[src/pipePkg.sv]
package pipePkg;

    // ****************************************
    // Control encodings
    // ****************************************

    typedef enum logic [2:0] {
        ALU_ADD,
        ALU_SUB,
        ALU_AND,
        ALU_OR,
        ALU_SLT,
        ALU_LUI
    } aluOpT;

    typedef enum logic [1:0] {
        BR_NONE,
        BR_EQ,
        BR_NE
    } branchT;

    typedef struct packed {
        logic       regWrite;
        logic       aluSrcImm;    // Operand B from the immediate.
        aluOpT      aluOp;
        branchT     branch;
        logic [4:0] destReg;      // Already rd or rt.
    } ctrlT;

    // ****************************************
    // Stage records
    // ****************************************

    typedef struct packed {
        logic        valid;
        logic [31:0] pcPlus4;
        logic [31:0] rsData;
        logic [31:0] rtData;
        logic [31:0] imm;
        logic [4:0]  rsReg;
        logic [4:0]  rtReg;
        ctrlT        ctrl;
    } idExT;

    // EX/WB register and register-file write port.
    typedef struct packed {
        logic        valid;
        logic [4:0]  destReg;
        logic [31:0] data;
    } wbT;

    typedef struct packed {
        logic        valid;
        logic [31:0] target;
    } redirectT;

    localparam ctrlT CTRL_NOP = '{
        regWrite:  1'b0,
        aluSrcImm: 1'b0,
        aluOp:     ALU_ADD,
        branch:    BR_NONE,
        destReg:   5'd0
    };

    localparam idExT ID_EX_BUBBLE = '0;

endpackage

[src/isaPkg.sv]
package isaPkg;

    // ****************************************
    // Major opcodes
    // ****************************************

    typedef logic [5:0] opcodeT;

    localparam opcodeT OP_RTYPE = 6'h00;
    localparam opcodeT OP_BEQ   = 6'h04;
    localparam opcodeT OP_BNE   = 6'h05;
    localparam opcodeT OP_ADDI  = 6'h08;
    localparam opcodeT OP_ORI   = 6'h0d;
    localparam opcodeT OP_LUI   = 6'h0f;

    // ****************************************
    // R-type function codes
    // ****************************************

    localparam logic [5:0] FN_ADD = 6'h20;
    localparam logic [5:0] FN_SUB = 6'h22;
    localparam logic [5:0] FN_AND = 6'h24;
    localparam logic [5:0] FN_OR  = 6'h25;
    localparam logic [5:0] FN_SLT = 6'h2a;

    // ****************************************
    // Instruction formats
    // ****************************************

    typedef struct packed {
        opcodeT     opcode;
        logic [4:0] rs;
        logic [4:0] rt;
        logic [4:0] rd;
        logic [4:0] shamt;
        logic [5:0] funct;
    } rTypeT;

    typedef struct packed {
        opcodeT      opcode;
        logic [4:0]  rs;
        logic [4:0]  rt;
        logic [15:0] imm;    // Sign or zero extended by decode.
    } iTypeT;

    // One word, read as either format.
    typedef union packed {
        rTypeT r;
        iTypeT i;
    } instrU;

endpackage
[src/pipeCore.sv]
`timescale 1ns/10ps

module pipeCore (
    input  logic              clk,
    input  logic              rstN,
    input  logic              instrValid,
    input  isaPkg::instrU     instr,
    input  logic [31:0]       pc,
    output pipePkg::wbT       wbOut,
    output pipePkg::redirectT redirectOut
);

    import pipePkg::*;

    ctrlT        ctrl;
    logic [31:0] imm;
    logic [31:0] rsData;
    logic [31:0] rtData;
    idExT        idD;
    idExT        idQ;
    logic        flush;

    // ****************************************
    // Decode stage
    // ****************************************

    instrDecode uDecode (
        .instr (instr),
        .ctrl  (ctrl),
        .imm   (imm)
    );

    regFile uRegFile (
        .clk    (clk),
        .rstN   (rstN),
        .rsReg  (instr.r.rs),
        .rtReg  (instr.r.rt),
        .rsData (rsData),
        .rtData (rtData),
        .wr     (wbOut)    // Written from EX/WB.
    );

    assign idD = '{
        valid:   instrValid,
        pcPlus4: pc + 32'd4,
        rsData:  rsData,
        rtData:  rtData,
        imm:     imm,
        rsReg:   instr.r.rs,
        rtReg:   instr.r.rt,
        ctrl:    ctrl
    };

    // ****************************************
    // ID/EX and execute
    // ****************************************

    idExReg uIdEx (
        .clk   (clk),
        .rstN  (rstN),
        .flush (flush),
        .d     (idD),
        .q     (idQ)
    );

    execStage uExec (
        .clk      (clk),
        .rstN     (rstN),
        .idEx     (idQ),
        .flush    (flush),
        .redirect (redirectOut),
        .wb       (wbOut)
    );

endmodule

[src/execStage.sv]
`timescale 1ns/10ps

module execStage (
    input  logic              clk,
    input  logic              rstN,
    input  pipePkg::idExT     idEx,
    output logic              flush,
    output pipePkg::redirectT redirect,
    output pipePkg::wbT       wb
);

    import pipePkg::*;

    logic        fwdRs;
    logic        fwdRt;
    logic [31:0] opA;
    logic [31:0] rtVal;
    logic [31:0] aluB;
    logic [31:0] result;
    logic        operandsEq;
    logic        taken;
    logic        wbValid;
    logic [4:0]  wbDest;
    logic [31:0] wbData;

    // ****************************************
    // Forwarding from EX/WB
    // ****************************************

    assign fwdRs = wb.valid && (wb.destReg != 5'd0) && (wb.destReg == idEx.rsReg);
    assign fwdRt = wb.valid && (wb.destReg != 5'd0) && (wb.destReg == idEx.rtReg);

    assign opA   = fwdRs ? wb.data : idEx.rsData;
    assign rtVal = fwdRt ? wb.data : idEx.rtData;
    assign aluB  = idEx.ctrl.aluSrcImm ? idEx.imm : rtVal;

    // ****************************************
    // ALU
    // ****************************************

    always_comb begin
        case (idEx.ctrl.aluOp)
            ALU_ADD: result = opA + aluB;
            ALU_SUB: result = opA - aluB;
            ALU_AND: result = opA & aluB;
            ALU_OR:  result = opA | aluB;
            ALU_SLT: result = {31'd0, $signed(opA) < $signed(aluB)};
            ALU_LUI: result = {aluB[15:0], 16'h0000};
            default: result = opA + aluB;
        endcase
    end

    // ****************************************
    // Branch resolution
    // ****************************************

    assign operandsEq = (opA == rtVal);

    always_comb begin
        case (idEx.ctrl.branch)
            BR_EQ:   taken = idEx.valid && operandsEq;
            BR_NE:   taken = idEx.valid && !operandsEq;
            default: taken = 1'b0;
        endcase
    end

    assign flush           = taken;
    assign redirect.valid  = taken;
    assign redirect.target = idEx.pcPlus4 + {idEx.imm[29:0], 2'b00};    // Word offset.

    // ****************************************
    // EX/WB register
    // ****************************************

    always_ff @(posedge clk or negedge rstN) begin
        if (!rstN) begin
            wbValid <= 1'b0;
        end else begin
            wbValid <= idEx.valid && idEx.ctrl.regWrite && (idEx.ctrl.destReg != 5'd0);
        end
    end

    always_ff @(posedge clk) begin
        wbDest <= idEx.ctrl.destReg;
        wbData <= result;
    end

    assign wb = '{valid: wbValid, destReg: wbDest, data: wbData};

endmodule

[src/idExReg.sv]
`timescale 1ns/10ps

module idExReg (
    input  logic          clk,
    input  logic          rstN,
    input  logic          flush,
    input  pipePkg::idExT d,
    output pipePkg::idExT q
);

    import pipePkg::*;

    // ****************************************
    // ID/EX pipeline register
    // ****************************************

    // A flushed slot loads an all-zero bubble.
    always_ff @(posedge clk or negedge rstN) begin
        if (!rstN) begin
            q <= ID_EX_BUBBLE;
        end else if (flush) begin
            q <= ID_EX_BUBBLE;    // Kill the younger instruction.
        end else begin
            q <= d;
        end
    end

endmodule

[src/regFile.sv]
`timescale 1ns/10ps

module regFile (
    input  logic         clk,
    input  logic         rstN,
    input  logic [4:0]   rsReg,
    input  logic [4:0]   rtReg,
    output logic [31:0]  rsData,
    output logic [31:0]  rtData,
    input  pipePkg::wbT  wr
);

    logic [31:0] regs [32];

    // Register 0 reads zero, a same-cycle write is passed through.
    function automatic logic [31:0] readPort(input logic [4:0] addr);
        logic [31:0] value;
        if (addr == 5'd0) begin
            value = '0;
        end else if (wr.valid && wr.destReg == addr) begin
            value = wr.data;
        end else begin
            value = regs[addr];
        end
        return value;
    endfunction

    always_comb begin
        rsData = readPort(rsReg);
        rtData = readPort(rtReg);
    end

    always_ff @(posedge clk or negedge rstN) begin
        if (!rstN) begin
            for (int k = 0; k < 32; k++) begin
                regs[k] <= '0;
            end
        end else if (wr.valid && wr.destReg != 5'd0) begin
            regs[wr.destReg] <= wr.data;
        end
    end

endmodule

[src/instrDecode.sv]
`timescale 1ns/10ps

module instrDecode (
    input  isaPkg::instrU instr,
    output pipePkg::ctrlT ctrl,
    output logic [31:0]   imm
);

    import isaPkg::*;
    import pipePkg::*;

    logic [31:0] immSext;
    logic [31:0] immZext;

    assign immSext = {{16{instr.i.imm[15]}}, instr.i.imm};
    assign immZext = {16'h0000, instr.i.imm};

    // ****************************************
    // Control decode
    // ****************************************

    always_comb begin
        ctrl = CTRL_NOP;
        imm  = immSext;
        case (instr.r.opcode)
            OP_RTYPE: begin
                ctrl.regWrite = 1'b1;
                ctrl.destReg  = instr.r.rd;
                case (instr.r.funct)
                    FN_ADD:  ctrl.aluOp = ALU_ADD;
                    FN_SUB:  ctrl.aluOp = ALU_SUB;
                    FN_AND:  ctrl.aluOp = ALU_AND;
                    FN_OR:   ctrl.aluOp = ALU_OR;
                    FN_SLT:  ctrl.aluOp = ALU_SLT;
                    default: ctrl.regWrite = 1'b0;    // Unknown funct.
                endcase
            end
            OP_ADDI: begin
                ctrl.regWrite  = 1'b1;
                ctrl.aluSrcImm = 1'b1;
                ctrl.aluOp     = ALU_ADD;
                ctrl.destReg   = instr.i.rt;
            end
            OP_ORI: begin
                ctrl.regWrite  = 1'b1;
                ctrl.aluSrcImm = 1'b1;
                ctrl.aluOp     = ALU_OR;
                ctrl.destReg   = instr.i.rt;
                imm            = immZext;
            end
            OP_LUI: begin
                ctrl.regWrite  = 1'b1;
                ctrl.aluSrcImm = 1'b1;
                ctrl.aluOp     = ALU_LUI;
                ctrl.destReg   = instr.i.rt;
                imm            = immZext;
            end
            // Branches compare rs against rt, immediate is the word offset.
            OP_BEQ: begin
                ctrl.aluOp  = ALU_SUB;
                ctrl.branch = BR_EQ;
            end
            OP_BNE: begin
                ctrl.aluOp  = ALU_SUB;
                ctrl.branch = BR_NE;
            end
            default: begin
                ctrl = CTRL_NOP;
            end
        endcase
    end

endmodule

[config.mk]
export PLATFORM = sky130hd
export DESIGN_NAME = pipeCore
export DESIGN_NICKNAME = d
export VERILOG_FILES = /design/src/pipePkg.sv /design/src/isaPkg.sv /design/src/pipeCore.sv /design/src/execStage.sv /design/src/idExReg.sv /design/src/regFile.sv /design/src/instrDecode.sv
export SDC_FILE = /design/constraint.sdc
export NUM_CORES = 2
export LEC_CHECK = 0
export ABC_AREA = 1
export ABC_CLOCK_PERIOD_IN_PS = 3500
export BUFFER_PORTS_ARGS = -buffer_cell sky130_fd_sc_hd__buf_2
export CORE_MARGIN = 1
export CORE_UTILIZATION = 60
export CTS_BUF_LIST = sky130_fd_sc_hd__clkbuf_4 sky130_fd_sc_hd__clkbuf_8
export DETAILED_ROUTE_END_ITERATION = 12
export GPL_ROUTABILITY_DRIVEN = 0
export PLACE_DENSITY = 0.91
export SYNTH_ARGS = -nofsm -noshare
export SYNTH_HDL_FRONTEND = slang
export SYNTH_HIERARCHICAL = 1
export SYNTH_SLANG_ARGS = --single-unit
[constraint.sdc]
create_clock -name clk -period 3.5 [get_ports clk]
set_clock_uncertainty 0.1 [all_clocks]
set_input_delay 0.35 -clock clk [delete_from_list [all_inputs] [get_ports clk]]
set_output_delay 0.35 -clock clk [all_outputs]
set_load 0.01 [all_outputs]
==> reports/results.tsv, run 1 <==
stage	metric	value	unit
outcome	run status	aborted with a tool error	
outcome	Stopped at	global routing	
outcome	Run Error	[ERROR GRT-0232] Routing congestion too high. Check the congestion heatmap in the GUI.	
floorplan	Die X	356	um
clock_network	CTS H-tree lvls	4	
synth	top cells by area, synth	dfrtp_1 39%, nand2_1 17%, nand3_1 10%, o21ai_0 7.5%, inv_1 6.9%	
floorplan	row count	129	
synth	area fraction of the dominant cell type after synthesis	0.391	
placement	DP Worst Slack	-0.505	ns
synth	Net Count, Synth	11400	
synth	Post-Syn Area	75300	um2
clock_network	TritonCTS Buffers	197	
clock_network	largest buffer count on any clock path	3	
floorplan	IO Pins	138	
synth	Cell variety after synth	64	
synth	cell taking the most area after synthesis	dfrtp_1	
floorplan	Initial Util	0.606	
synth	Ys Warns	6	
placement	placed wire-length estimate	174000	um
timing	post-GRT worst EP	redirectOut[32]	
synth	Async S/R FF share, synth	0.969	
global_route	largest net degree at the start of global routing	178	
placement	port buffer count	137	
synth	#FFs+latches synth	1213	
clock_network	Clock Tree Root	clkbuf_8	
synth	sequential fraction of the synthesis area	0.401	
floorplan	Die Span Y	356	um
global_route	Overflow after GRT	130	
synth	predominant post-synthesis flop cell	dfrtp_1	
placement	Inst Count DP	12500	
clock_network	CTS Sinks	1213	
timing	Worst EP kind	output port	
global_route	Total GRT Usage	0.582	
synth	Post-synth EDFFs	0	
synth	Mean Syn Cell Area	6.75	um2
synth	synthesized instance count	11200	
[metal layers]
metal,GRT usage,GRT overflow
met4,0.499,64
met2,0.715,50
met1,0.621,4
met5,0.264,2
met3,0.441,10
[cells by family after synthesis]
group	share of synthesized area
xor gates and xnor gates	0.0106
AOI/OAI and AO/OA	0.134
adders and majority gates	0.0216
and+or+nand+nor	0.314
DFF	0.401
muxes	0.000399
buffers and inverters	0.119
[synthesized netlist by cell type (all sizes together), types with 2 or more instances]
master and number:
inv 1394, xor2 55, a31oi 8, o221ai 14, xnor2 35, a21boi 6
nand4 31, fa 3, nor3 29, or2 55, o22ai 9, a21oi 267
nand3b 16, o21ai 1300, ha 125, nor2 594, a21o 4, clkinv 5
a221oi 4, o2111ai 11, nand2 3352, o21bai 3, nand3 1527, buf 259
o211ai 207, mux2i 3, nor4 9, dfrtp 1176, dfxtp 37, o21a 11
a211oi 2, clkbuf 597, and2 2
[timing repair]
item / CTS
buffers inserted: 41
endpoints found under the setup margin: 198
gates cloned: 3
pin swaps: 30
endpoints found under the hold margin: 987
gates resized for setup: 125
hold buffers: 106
[stage by stage]
step	area [um2]	setup TNS [ns]
detailed placement	79100	-22.64
global placement	79100	-4.30
CTS	85300	-14.95
floorplan	75300	-0.0925
==> run 2: changes to the inputs <==
--- a/config.mk
+++ b/config.mk
@@ -6,14 +6,13 @@
 export NUM_CORES = 2
 export LEC_CHECK = 0
 export ABC_AREA = 1
-export ABC_CLOCK_PERIOD_IN_PS = 3500
+export ABC_CLOCK_PERIOD_IN_PS = 4500
 export BUFFER_PORTS_ARGS = -buffer_cell sky130_fd_sc_hd__buf_2
 export CORE_MARGIN = 1
-export CORE_UTILIZATION = 60
-export CTS_BUF_LIST = sky130_fd_sc_hd__clkbuf_4 sky130_fd_sc_hd__clkbuf_8
+export CORE_UTILIZATION = 40
 export DETAILED_ROUTE_END_ITERATION = 12
 export GPL_ROUTABILITY_DRIVEN = 0
-export PLACE_DENSITY = 0.91
+export PLACE_DENSITY_LB_ADDON = 0.15
 export SYNTH_ARGS = -nofsm -noshare
 export SYNTH_HDL_FRONTEND = slang
 export SYNTH_HIERARCHICAL = 1
==> constraint.sdc (replaced) <==
create_clock -name clk -period 4.5 [get_ports clk]
set_clock_uncertainty 0.1 [all_clocks]
set_input_delay 0.45 -clock clk [delete_from_list [all_inputs] [get_ports clk]]
set_output_delay 0.45 -clock clk [all_outputs]
set_load 0.01 [all_outputs]
==> run 2 against run 1 <==
  * The flow now finishes without violations
  * Synthesized cell count stayed put
  * Area after synthesis stayed put
==> reports/results.tsv, run 2 <==
stage	metric	value	unit	change
outcome	run status	finished, final reports clean		
finish	Final Util	0.451		
placement	Post-Place Cell Area	78100	um2	-1.3%
min_path	Min-Delay Path Class	primary input to flop		
timing	Max Slew Vio Count	0		
placement	placed wire-length estimate	189000	um	+8.7%
worst_setup_path	R2R cell count	26		
synth	area fraction of the dominant cell type after synthesis	0.391		unchanged
pwr	Net Sw Frac	0.351		
timing	Fin Hold WS	0.0486	ns	
timing	final critical-path setup slack	0.150	ns	
finish	fin cells	13500		
placement	port buffer count	137		unchanged
pwr	Net Switching	10.9	mW	
run	MaxCap Viol Count	0		
worst_setup_path	Reg2Reg Capture Point	uExec/wbData[28]$_DFF_P_		
floorplan	Die X	436	um	+22%
synth	Ys Warns	6		unchanged
synth	Net Count, Synth	11400		unchanged
global_route	first-pass GRT wire length	468000	um	
synth	top cells by area, synth	dfrtp_1 39%, nand2_1 17%, nand3_1 10%, o21ai_0 7.5%, inv_1 6.9%		
floorplan	Die Span Y	436	um	+22%
clock_network	CTS H-tree lvls	4		unchanged
worst_setup_path	CP Depth	18		
floorplan	Initial Util	0.404		-0.202
worst_setup_path	crit-path most repeated cell	nand2_1		
worst_setup_path	cells along the critical path	buf_4 -> xor2_1 -> nor2_2 -> nand3_4 -> clkinv_8 -> nand2_1 -> o21ai_1 -> buf_4 -> xnor2_1 -> nand3_1 -> nor3_4 -> nand4_1 -> nor2_2 -> nand2_1 -> nand2_1 -> nand2_1 -> nor2_4 -> buf_2		
routing	total number of vias	76200		
routing	1st-iter DRT viols	9586		
synth	most frequent cells after synthesis	3341 x nand2_1, 1523 x nand3_1, 1376 x inv_1		
finish	Layout area overhead	11.5	%	
global_route	initial antenna violation count	4		
clock_network	CTS Sinks	1213		unchanged
worst_setup_path	R2R Path Start	uExec/wbDest[4]$_DFF_P_		
pwr	P_int	20.2	mW	
clock_network	TritonCTS Buffers	148		-25%
pwr	clock network power share	0.398		
clock_network	CTS tree	built		
finish	commonest non-fill, non-tap cells in the layout	3316 x nand2_1, 1521 x nand3_1, 1369 x inv_1		
worst_setup_path	Critical Path Source Type	flop		
finish	combined area of the multi-input logic cells	36500	um2	
synth	cell with the most instances after synthesis	nand2_1		
clock_network	Clock Tree Root	clkbuf_16		
finish	Reg area	30200	um2	
timing	Worst Tran Pin Value	1.20	ns	
timing	fmax	230	MHz	
routing	ANT nets after route	0		
pwr	LEAKAGE	41.6	nW	
routing	final WL	315000	um	
worst_setup_path	Worst path max stage delay	0.34	ns	
placement	Inst Count DP	13100		+4.8%
worst_setup_path	crit path buf inv count	4		
synth	sequential fraction of the synthesis area	0.401		unchanged
pwr	Seq pwr share	0.368		
routing	WL per Instance	23.3	um	
worst_setup_path	critical path class	flop to primary output		
routing	post-route DRC violation count	0		
finish	top flop regs	uRegFile/regs: 1024 flops, uIdEx/q: 151 flops, uExec/wbData: 32 flops		
global_route	vias in the first global route	71200		
global_route	Overflow after GRT	0		
routing	vias per std cell	5.64		
worst_setup_path	worst-path maximum fanout	8		
worst_setup_path	slowest stage cell, crit path	dfxtp_2		
clock_network	worst skew pair latency	0.83	ns	
clock_network	Reg clk slew, reported paths	0.06	ns	
pwr	P per Cell Area	370	nW/um2	
synth	Cell variety after synth	64		unchanged
timing	final setup fails	0		
worst_setup_path	delay-heaviest family, CP	simple AND/OR/NAND/NOR gates		
clock_network	largest buffer count on any clock path	3		unchanged
pwr	Combinational Power Share	0.234		
synth	Mean Syn Cell Area	6.75	um2	unchanged
worst_setup_path	Crit path arrival time	3.80	ns	
floorplan	IO Pins	138		unchanged
finish	Top reg by flops	uRegFile/regs		
finish	fillers	19100		
synth	#FFs+latches synth	1213		unchanged
finish	max reg flops	1024		
timing	Slew Limit Headroom	0.202		
finish	commonest non-fill, non-tap cell in the layout	nand2_1		
routing	DR pass1 iterations	9		
synth	cell taking the most area after synthesis	dfrtp_1		
worst_setup_path	crit path to	redirectOut[32]		
worst_setup_path	Reg2Reg Setup Slack	0.23	ns	
synth	Async S/R FF share, synth	0.969		unchanged
global_route	largest net degree at the start of global routing	161		
worst_setup_path	Critical path origin	uExec/wbDest[4]$_DFF_P_		
finish	nets@finish	11100		
timing	final worst path period share	0.967		
synth	Post-synth EDFFs	0		unchanged
worst_setup_path	Worst Path Required	3.95	ns	
synth	Post-Syn Area	75300	um2	unchanged
floorplan	die area	190000	um2	
timing	Fin. Hold Viols	0		
synth	predominant post-synthesis flop cell	dfrtp_1		
finish	Finished Cell Area	83900	um2	
pwr	peak supply drop	310	uV	
floorplan	core area	186000	um2	
timing	min Tclk post-route	4.35	ns	
global_route	Total GRT Usage	0.324		
floorplan	row count	158		+22%
synth	synthesized instance count	11200		unchanged
worst_setup_path	CP Capture Type	primary output		
placement	DP Worst Slack	0.225	ns	+0.730 ns
finish	share of layout cells above drive strength 1	0.0743		
## run 2: stage by stage
| step | total power, mW | setup TNS (ns) |
|---|---|---|
| final | 31.1 | 0 |
| after global routing | 32.2 | -0.0390 |
| after CTS | 31.0 | 0 |
| after detailed placement | 18.6 | 0 |
| after global placement | 18.6 | 0 |
| after floorplan | 15.4 | 0 |
## run 2: final cells by class
type	count	share of cell area
multi-input combinational	7689	0.435
sequential	1213	0.360
inverter	1399	0.0632
clock buffer	217	0.0513
timing repair buffer	442	0.0462
tap	2480	0.0370
clock inverter	53	0.00729
timing repair inverter	2	0.000209
antenna	3	0.0000895
## run 2: cells by family (layout without fill, tap and decap cells)
kind of cell,after synthesis,count (layout),share of synthesized area
AND/OR/NAND/NOR,5617,5617,0.314
buffers and inverters,2255,2113,0.119
AO/OA/AOI/OAI,1851,1851,0.134
flip-flops,1213,1213,0.401
adder cells (fa/ha/maj),128,128,0.0216
XOR/XNOR,90,90,0.0106
multiplexers,3,3,0.000399
other,0,3,0
## run 2: worst min-delay path by stage
stage / from / endpoint / slack [ns] / cells after the start
6_report: instr[31] / uIdEx/q[0]$_DFF_PN0_ / 0.05 / 8
3_5_place_dp: uIdEx/q[2]$_DFF_PN0_ / uExec/wbDest[2]$_DFF_P_ / 0.26 / 0
3_3_place_gp: uIdEx/q[3]$_DFF_PN0_ / uExec/wbDest[3]$_DFF_P_ / 0.26 / 0
4_1_cts: instr[31] / uIdEx/q[0]$_DFF_PN0_ / 0.001 / 8
2_1_floorplan: rstN / uExec/wbValid$_DFF_PN0_ / 0.05 / 0
5_1_grt: instr[31] / uIdEx/q[0]$_DFF_PN0_ / 0.06 / 8
## run 2: worst reg2reg max path, stage by stage (launching register included)
cell and delay (ns):
dfxtp_2 0.34, buf_4 0.17, xor2_1 0.17, nor2_2 0.20, nand3_4 0.18, buf_12 0.19, inv_6 0.13, o21a_1 0.23
ha_1 0.23, inv_1 0.08, fa_1 0.41, nand2_1 0.09, a21oi_1 0.08, nor2_1 0.21, o21ai_2 0.11, nand3_1 0.08
nand3_1 0.12, nand3_1 0.14, nand2_1 0.09, nand2_1 0.09, nand2_1 0.12, nand2_1 0.11, nand2_1 0.11, nand2_1 0.10
nand3_1 0.07, nand3_1 0.10, nand4_1 0.09
## run 2: power groups by stage
| stage | combinational, mW | sequential [mW] | clock [mW] |
|---|---|---|---|
| after global routing | 7.77 | 11.5 | 13.0 |
| after global placement | 6.97 | 11.6 | 0 |
| after detailed placement | 6.99 | 11.6 | 0 |
| after floorplan | 3.86 | 11.6 | 0 |
| final | 7.27 | 11.5 | 12.4 |
| after CTS | 7.07 | 11.4 | 12.5 |
## run 2: layer usage
layer	global-route usage	share of wire	vias up
met5	0	0	-
met4	0.170	0.057	0
met3	0.0633	0.098	848
met2	0.485	0.43	4181
met1	0.442	0.42	36200
li1	-	-	34900
## run 2: timing repair
item	4_1_cts	5_1_grt
buffers inserted	1	8
endpoints found under the hold margin	149	0
pin swaps	2	8
hold buffers	66	0
setup endpoints to repair	3	25
gates resized for setup	11	31
cloned	0	3
Note: power is estimated with default switching activity, not from simulation.
